==> src/hw/merge_pkg.sv <==
// Shared types and default sizes for the streaming merge unit.
// Holds the key and tag types and the default block, FIFO and credit sizes.

`default_nettype none

package merge_pkg;

   // One unsigned sort key.
   typedef logic [31:0] key_t;

   // Block identifier carried next to the keys.
   typedef logic [7:0] tag_t;

   // Keys in each ascending input list, a power of two from 2 to 16.
   localparam int DEF_BLK_N = 8;

   // Block slots in the result FIFO, also the producer's initial credits.
   localparam int DEF_FIFO_DEPTH = 4;

   // Initial credits held toward the consumer.
   localparam int DEF_OUT_CREDITS = 2;

endpackage

`default_nettype wire
==> src/hw/block_fifo.sv <==
// Circular buffer of merged blocks and their tags.
// Each pop returns one input credit on the following cycle.

`timescale 1ns/1ps
`default_nettype none

module block_fifo
   import merge_pkg::*;
#(
   parameter int BLK_N      = DEF_BLK_N,
   parameter int FIFO_DEPTH = DEF_FIFO_DEPTH
) (
   input  wire logic                 i_clk,
   input  wire logic                 i_arst_n,
   input  wire logic                 i_push,
   input  wire key_t [2*BLK_N-1:0]   i_keys,
   input  wire tag_t                 i_tag,
   input  wire logic                 i_pop,
   output logic                      o_not_empty,
   output key_t      [2*BLK_N-1:0]   o_keys,
   output tag_t                      o_tag,
   output logic                      o_pop_credit
);

   localparam int PTR_W = (FIFO_DEPTH > 1) ? $clog2(FIFO_DEPTH) : 1;
   localparam int CNT_W = $clog2(FIFO_DEPTH + 1);

   key_t [2*BLK_N-1:0] mem_keys [FIFO_DEPTH];
   tag_t               mem_tag  [FIFO_DEPTH];
   logic [PTR_W-1:0]   wr_ptr;
   logic [PTR_W-1:0]   rd_ptr;
   logic [CNT_W-1:0]   count;

   always_ff @(posedge i_clk) begin
      if (i_push) begin
         mem_keys[wr_ptr] <= i_keys;
         mem_tag[wr_ptr]  <= i_tag;
      end
   end

   always_ff @(posedge i_clk or negedge i_arst_n) begin
      if (!i_arst_n) begin
         wr_ptr       <= '0;
         rd_ptr       <= '0;
         count        <= '0;
         o_pop_credit <= 1'b0;
      end else begin
         if (i_push) begin
            wr_ptr <= (wr_ptr == PTR_W'(FIFO_DEPTH - 1)) ? '0 : wr_ptr + 1'b1;
         end
         if (i_pop) begin
            rd_ptr <= (rd_ptr == PTR_W'(FIFO_DEPTH - 1)) ? '0 : rd_ptr + 1'b1;
         end
         count        <= count + CNT_W'(i_push) - CNT_W'(i_pop);
         o_pop_credit <= i_pop;  // The freed slot goes back to the producer.
      end
   end

   assign o_not_empty = (count != '0);
   assign o_keys      = mem_keys[rd_ptr];
   assign o_tag       = mem_tag[rd_ptr];

endmodule

`default_nettype wire

==> config.mk <==
export PLATFORM = sky130hd
export DESIGN_NAME = block_fifo
export DESIGN_NICKNAME = d
export VERILOG_FILES = /design/src/hw/merge_pkg.sv /design/src/hw/block_fifo.sv
export SDC_FILE = /design/constraint.sdc
export NUM_CORES = 1
export LEC_CHECK = 0
export CORE_AREA = 2 2 413 415
export DETAILED_ROUTE_END_ITERATION = 16
export DIE_AREA = 0 0 415 417
export DONT_BUFFER_PORTS = 1
export GPL_ROUTABILITY_DRIVEN = 1
export PLACE_DENSITY_LB_ADDON = 0.08
export SLEW_MARGIN = 20
export SYNTH_ARGS = -nofsm -noshare
export SYNTH_HDL_FRONTEND = slang
export SYNTH_SLANG_ARGS = --single-unit
==> constraint.sdc <==
create_clock -name i_clk -period 12.6 [get_ports i_clk]
set_input_delay 2.52 -clock i_clk [delete_from_list [all_inputs] [get_ports i_clk]]
set_output_delay 2.52 -clock i_clk [all_outputs]
set_load 0.01 [all_outputs]
* Word level (Yosys, flattened, before mapping)
Memories as Yosys holds them, arrays and structs flattened. Index checks and enable logic that the tools add are counted. Widths: inputs -> output; s select.
Word-level totals: output and inout port bits 522, bits in registers 8, memories 2, memory bits (writable) 2080, logic and storage cells 17, memory bits (read-only) 0, input port bits 524, latch bits 0
Memories:
- mem_keys | words 4, width 512, read ports 1, clocked after Yosys merged registers in 0, wr ports 1, line block_fifo.sv:28 | key_t [2*BLK_N-1:0] mem_keys [FIFO_DEPTH];
- mem_tag | words 4, width 8, read ports 1, clocked after Yosys merged registers in 0, wr ports 1, line block_fifo.sv:29 | tag_t mem_tag [FIFO_DEPTH];
Operators by class: add/sub/neg operators 4, bitwise gates (word level) 0, reduce and logical (&&, ||, !) cells 1, mux-type cells 4, shift-type cells 0, equal/unequal tests 2, divide/modulo/power cells 0, multiply operators 0, $lt $le $gt $ge 0
Operator list (number):
- $add 2x1->2 const B | 2
- $eq 2x2->1 const B | 2
- $mux 2 | 2
- $add 3x1->3 | 1
- $reduce_bool 3->1 | 1
- $sub 3x1->3 | 1
- $mux 1 | 2

* Logic depth before layout (Yosys ltp)
Gate-level depths: netlist (run 1).
depth after elaboration 2, mapped depth 8, gate-level depth less buffers 8

* Worst setup path before layout (run 1)
No wires, ideal clock.
path kind in2reg, from input i_push, to memory mem_keys[0][0] (netlist name), enable pin, stages on the path 1, arrival 14.190 ns, path buffers 0, data required time 11.650 ns, setup time 0.950 ns, setup slack -2.540 ns, path through and2_1
Between the ends: cells in the longest elaborated chain, start to end 2
RTL lines:
- start: declaration | line block_fifo.sv:15 | input wire logic i_push,
- $mux 1 | line block_fifo.sv:35 | if (i_push) begin
- $mux 1 (not written as such) | line block_fifo.sv:36 | mem_keys[wr_ptr] <= i_keys;
- end: declaration | line block_fifo.sv:28
No other way between the ends.

==> impl_metrics.tcl, run 1 <==
set metrics [dict create \
    maxCapViolCount 0 \
    r2r_end "mem_keys[2][285]" \
    post_cts_resized 0 \
    worstPathMaxFanout 150 \
    finClkSkew_ns 0.0227 \
    seq_area_frac_synth 0.830 \
    top_layer "met4" \
    dp_hpwl_um 112000 \
    nets 3417 \
    finalSetupViolations 0 \
    antenna_left 0 \
    design_area_um2 84600 \
    post_dp_cell_area_um2 77800 \
    dieWidth_um 415 \
    min_period_ns 6.91 \
    worstSetupEndpointType "output port" \
    critical_path_class "reg -> out" \
    cts.path.max_buffers 3 \
    synth_top_area_cell "edfxtp_1" \
    switching_share 0.300 \
    port_buffers 0 \
    slew_headroom 0.221 \
    rows 151 \
    r2r-start "wr_ptr[0]" \
    clock_latency_ns 0.83 \
    post_cts.repair.setup_buffers 0 \
    route.met3.wl_um 16800 \
    combPwrFrac 0.253 \
    first_global_vias 32000 \
    grt_pass1_wl_um 245000 \
    hold_violations 0 \
    cpPeakStageDelay_ns 1.11 \
    wl_per_cell_um 33.3 \
    syn_area_um2 75500 \
    yosysUniqueCellTypes 17 \
    area_growth_pct 12.0 \
    crit_chain "buf_4, buf_12, mux4_2" \
    htreeDepth 4 \
    p_leak_uw 0.0261 \
    met1_length_um 56800 \
    worstMarginPinSlew_ns 1.17 \
    antenna_found_initial 7 \
    via_per_inst 5.71 \
    final_layout_size_suffix_gt1_frac 0.278 \
    cts_tree "yes" \
    synth_area_leaders "edfxtp_1 (83%), mux4_2 (16%), buf_6 (0.81%)" \
    dieArea_um2 173000 \
    drtIter0Drc 2414 \
    grt_max_degree 156 \
    slew_violations 0 \
    crit_start "rd_ptr[1]" \
    die_h_um 417 \
    cp.arrival_ns 4.39 \
    worstPathRequired_ns 10.08 \
    outcome "finished clean" \
    fmax_mhz 145 \
    layout_commonest_cell "edfxtp_1" \
    netSwitchingPower_uw 6080 \
    yosys_register_bits 2088 \
    clk_pin_slew_ns 0.06 \
    gr-total-overflow 0 \
    p_seq_frac 0.454 \
    cts_buffers 210 \
    vdd_drop_max_mv 0.211 \
    min_period_over_period 0.549 \
    utilization 0.502 \
    syn_avg_cell_area_um2 27.4 \
    drc 0 \
    first_pass_iters 4 \
    syn-num-nets 3284 \
    crit_path_end "o_keys[299]" \
    ff2ff_path_depth 5 \
    hold_path.class "reg -> reg" \
    io_pins 1046 \
    place_congestion 0.815 \
    synthDominantCellAreaShare 0.827 \
    globalRouteTotalUtil 0.202 \
    floorplan.initialDensity 0.448 \
    intPower_uw 14200 \
    cts_sinks 2088 \
    rsz0062_at_grt "no" \
    synth_cells 2752 \
    yosysWarnings 0 \
    via_count 30300 \
    cp_slowest_cell "dfrtp_4" \
    root_buffer "clkbuf_16" \
    holdBufCountCts 0 \
    r2r_setup_slack_ns 8.93 \
    dr_wl_met2_um 93600 \
    power_density_nw_per_um2 240 \
    wirelength_um 176000 \
    mostFrequentLayoutCells "edfxtp_1 (2,080), mux4_2 (520), clkbuf_16 (215), clkinv_1 (55), clkbuf_1 (51)" \
    clkPwrFrac 0.293 \
    core-area_um2 169000 \
    cp-start-kind "flip-flop" \
]
layout make-up:
cell class / count / area [um^2]
Clock buffer: 266 / 5570
Inverter: 6 / 22.5
Clock inverter: 125 / 1040
Multi-Input combinational cell: 542 / 11900
Tap cell: 2218 / 2780
Fill cell: 13100 / 83900
Sequential cell: 2088 / 62700
Antenna cell: 18 / 45.0
Timing Repair Buffer: 37 / 533
worst max-delay path, delay by kind of cell, from the launching register on:
| kind | cells | cell delay [ns] |
|---|---|---|
| DFF | 1 | 1.11 |
| buffers and inverters | 2 | 1.57 |
| muxes | 1 | 0.48 |
logic make-up (layout without fill, tap and decap cells):
logic type / after synthesis / in the layout / synth area share
flops: 2088 / 2088 / 0.830
simple gates: 8 / 8 / 0.000630
other cells: 0 / 18 / 0
mux: 522 / 522 / 0.155
compound gates: 2 / 2 / 0.000133
buf+inv: 122 / 434 / 0.0123
fa+ha+maj: 8 / 8 / 0.00143
xor+xnor: 2 / 2 / 0.000232
worst min path at each step:
stage,slack (ns),to,from,cells after the start
after floorplan,0.44,count[2],count[2],1
after global placement,0.48,count[2],count[2],1
after detailed placement,0.47,count[2],count[2],1
after CTS,0.49,count[2],count[2],1
after global routing,0.52,count[2],count[2],1
final,0.48,count[2],count[2],1
flip-flops by register name (all words and copies together), names as in the netlist:
name / flops
mem_tag: 32
mem_keys: 2048
o_pop_credit: 1
count: 3
rd_ptr: 2
wr_ptr: 2
stage by stage:
step	instances	setup WS, ns	TNS (ns)	hold slack (ns)	power [uW]
global placement	4887	6.47	0	0.480	14500
global route	5298	5.25	0	0.523	21000
floorplan	2752	-2.46	-1278.84	0.439	13400
finish	5300	5.69	0	0.484	20300
CTS	5278	5.47	0	0.492	20600
detailed placement	4887	6.41	0	0.474	14600
metal layers:
metal / track usage / vias to the layer above
li1: - / 12400
met1: 0.205 / 16500
met2: 0.351 / 1111
met3: 0.0866 / 309
met4: 0.107 / 0
met5: 0 / -
cell usage after synthesis:
master    number
edfxtp_1    2080
mux4_2       520
buf_2         54
buf_6         54
clkbuf_1       8
dfrtp_1        8
ha_1           7
inv_1          6
and2_1         4
mux2_2         2
o21ai_0        2
xnor2_1        2
fa_1           1
nand2_1        1
nor2_1         1
or3_1          1
or3b_2         1
power by group through the flow:
| stage | combinational [uW] | clock [uW] | sequential [uW] |
|---|---|---|---|
| after floorplan | 3830 | 0 | 9590 |
| after global placement | 5220 | 0 | 9310 |
| after detailed placement | 5240 | 0 | 9370 |
| after CTS | 5250 | 6100 | 9220 |
| after global routing | 5360 | 6360 | 9300 |
| final | 5120 | 5940 | 9200 |
Power figures use the tool's default switching activity.
==> inputs of run 2 (changes only) <==
ABC_AREA = 1   (was unset)
CORE_AREA = 2 2 407 409   (was 2 2 413 415)
DIE_AREA = 0 0 409 411   (was 0 0 415 417)
clock period = 5.88 ns   (was 12.6 ns; I/O delays follow)
==> impl_metrics.tcl, run 2 <==
set metrics [dict create \
    hold_violations 0 \
    p_leak_uw 0.0430 \
    outcome "finished clean" \
    reg.largest.list "mem_keys x2048, mem_tag x32, count x3" \
    yosysWarnings 0 \
    clock_latency_ns 0.84 \
    maxCapViolCount 0 \
    synth_top_area_cell "edfxtp_1" \
    slew_violations 0 \
    design_area_um2 96100 \
    met1_length_um 81800 \
    worstSetupEndpointType "output port" \
    area_growth_pct 9.96 \
    final_layout_size_suffix_gt1_frac 0.0455 \
    power_density_nw_per_um2 485 \
    layout_commonest_cell "nand2_1" \
    fmax_mhz 212 \
    core-area_um2 164000 \
    dieWidth_um 409 \
    yosysUniqueCellTypes 17 \
    via_per_inst 5.06 \
    seq_area_frac_synth 0.717 \
    io_pins 1046 \
    setup_ws_ns 1.16 \
    synth_area_leaders "edfxtp_1 (71%), nand2_1 (11%), inv_1 (9.0%)" \
    top_layer "met4" \
    finalSetupViolations 0 \
    crit_family "buffers and inverters" \
    nFillCells 13300 \
    synthDominantCellAreaShare 0.714 \
    critical_path_class "reg -> out" \
    wirelength_um 225000 \
    syn_area_um2 87400 \
    min_period_ns 4.72 \
    worstPathMaxFanout 229 \
    cp_slowest_cell "dfrtp_4" \
    async_flop_share 0.00383 \
    cts_tree "yes" \
    timing.critical_path.mode_cell "nand2_1" \
    cpPeakStageDelay_ns 0.80 \
    hold_path.class "in -> reg" \
    port_buffers 0 \
    via_count 53100 \
    nets 8673 \
    grt_pass1_wl_um 327000 \
    drc 0 \
    slew_headroom 0.0940 \
    cts_sinks 2088 \
    crit_chain "inv_16, buf_12, nand2_1, nand3_1, nand2_1" \
    finClkSkew_ns 0.0344 \
    cts_buffers 209 \
    dpl.cell_count 10100 \
    antenna_found_initial 9 \
    regMostFlops "mem_keys" \
    stdcell_count 10500 \
    dp_hpwl_um 142000 \
    rows 149 \
    wl_per_cell_um 21.4 \
    die_h_um 411 \
    rsz0062_at_grt "no" \
    grt_max_degree 230 \
    root_buffer "clkbuf_16" \
    clk_pin_slew_ns 0.06 \
    cts.path.max_buffers 3 \
    worstMarginPinSlew_ns 1.36 \
    dp_slack_ns 2.00 \
    first_pass_iters 5 \
    mostFrequentLayoutCells "nand2_1 (2,609), inv_1 (2,089), edfxtp_1 (2,080), nand3_1 (1,042), clkbuf_16 (213)" \
    yosys_register_bits 2088 \
    globalRouteTotalUtil 0.264 \
    dr_wl_met2_um 106000 \
    vdd_drop_max_mv 0.322 \
    route.met3.wl_um 24400 \
    drtIter0Drc 4010 \
    dieArea_um2 168000 \
    cp-start-kind "flip-flop" \
    worstPathRequired_ns 4.70 \
    synth_cells 8198 \
    synth-edff-count 2080 \
    cp.buffers_inverters 2 \
    htreeDepth 4 \
    place_congestion 0.926 \
    synth-main-ff-cell "edfxtp_1" \
    syn-num-nets 8730 \
    post_dp_cell_area_um2 89500 \
    largest_reg_flops 2048 \
    floorplan.initialDensity 0.534 \
    syn_avg_cell_area_um2 10.7 \
    min_period_over_period 0.803 \
    first_global_vias 49600 \
    antenna_left 0 \
    gr-total-overflow 0 \
    synthTopCellsByCount "nand2_1 (2,613), inv_1 (2,093), edfxtp_1 (2,080)" \
    synth.most_common_cell "nand2_1" \
    cp.arrival_ns 3.55 \
]
-- run 2: cells by family (layout without fill, tap and decap cells) --
logic type,after synthesis,count (layout),share of synthesized area
adders and majority gates,8,8,0.00123
AOI/OAI and AO/OA,4,4,0.000229
and+or+nand+nor,3657,3657,0.172
buffers and inverters,2441,2546,0.110
DFF,2088,2088,0.717
other,0,2,0
-- run 2: worst paths after layout --
kind / startpoint / endpoint / slack [ns] / cells after the start
max reg2reg: wr_ptr[0] / mem_keys[0][290] / 3.10 / 5
max in group asynchronous: i_arst_n / rd_ptr[0] / 4.48 / 1
max: rd_ptr[0] / o_keys[43] / 1.16 / 5
min in group asynchronous: i_arst_n / count[1] / 0.86 / 1
min reg2reg: count[2] / count[2] / 0.57 / 3
min: i_pop / o_pop_credit / 0.38 / 0
-- run 2: layout make-up --
type | count | area [um^2] | share of cell area
Tap cell | 2189 | 2740 | 0.0285
Antenna cell | 2 | 5.00 | 0.0000521
Timing Repair Buffer | 78 | 951 | 0.00989
Sequential cell | 2088 | 62700 | 0.652
Multi-Input combinational cell | 3669 | 15200 | 0.158
Clock buffer | 264 | 5580 | 0.0581
Clock inverter | 109 | 1080 | 0.0112
Inverter | 2095 | 7900 | 0.0822
-- run 2: metrics by stage --
step                       util  power, uW  setup TNS [ns]  hold WS [ns]
after detailed placement  0.546      34000               0         0.561
after floorplan               -      30100        -7383.65         0.525
after global placement    0.546      33900               0         0.542
final                     0.587      46700               0         0.376
after CTS                 0.587      47000               0         0.298
after global routing      0.587      48900               0         0.328
-- run 2: timing repair --
action / 4_1_cts / 5_1_grt
setup buffers: 0 / 0
setup endpoints to repair: 0 / 0
hold buffers: 1 / 0
resized for setup: 0 / 0
hold endpoints to repair: 8 / 0
-- run 2: where the power goes --
group | leakage, uW | total, uW | switching (uW) | internal [uW]
clock | 0.00327 | 13000 | 5430 | 7580
sequential | 0.0192 | 19600 | 539 | 19100
combinational | 0.0206 | 14100 | 11100 | 2940
total | 0.0430 | 46700 | 17100 | 29600
-- run 2: worst register-to-register path: cells and delay by family (launching register included) --
| kind | cells | cell delay [ns] |
|---|---|---|
| adders and majority gates | 1 | 0.27 |
| and+or+nand+nor | 1 | 0.09 |
| DFF | 1 | 0.38 |
| buffers and inverters | 3 | 1.14 |
-- run 2: metal layers --
| metal | track usage | vias up |
|---|---|---|
| li1 | - | 25400 |
| met1 | 0.307 | 25300 |
| met2 | 0.419 | 1855 |
| met3 | 0.107 | 443 |
| met4 | 0.144 | 0 |
| met5 | 0 | - |
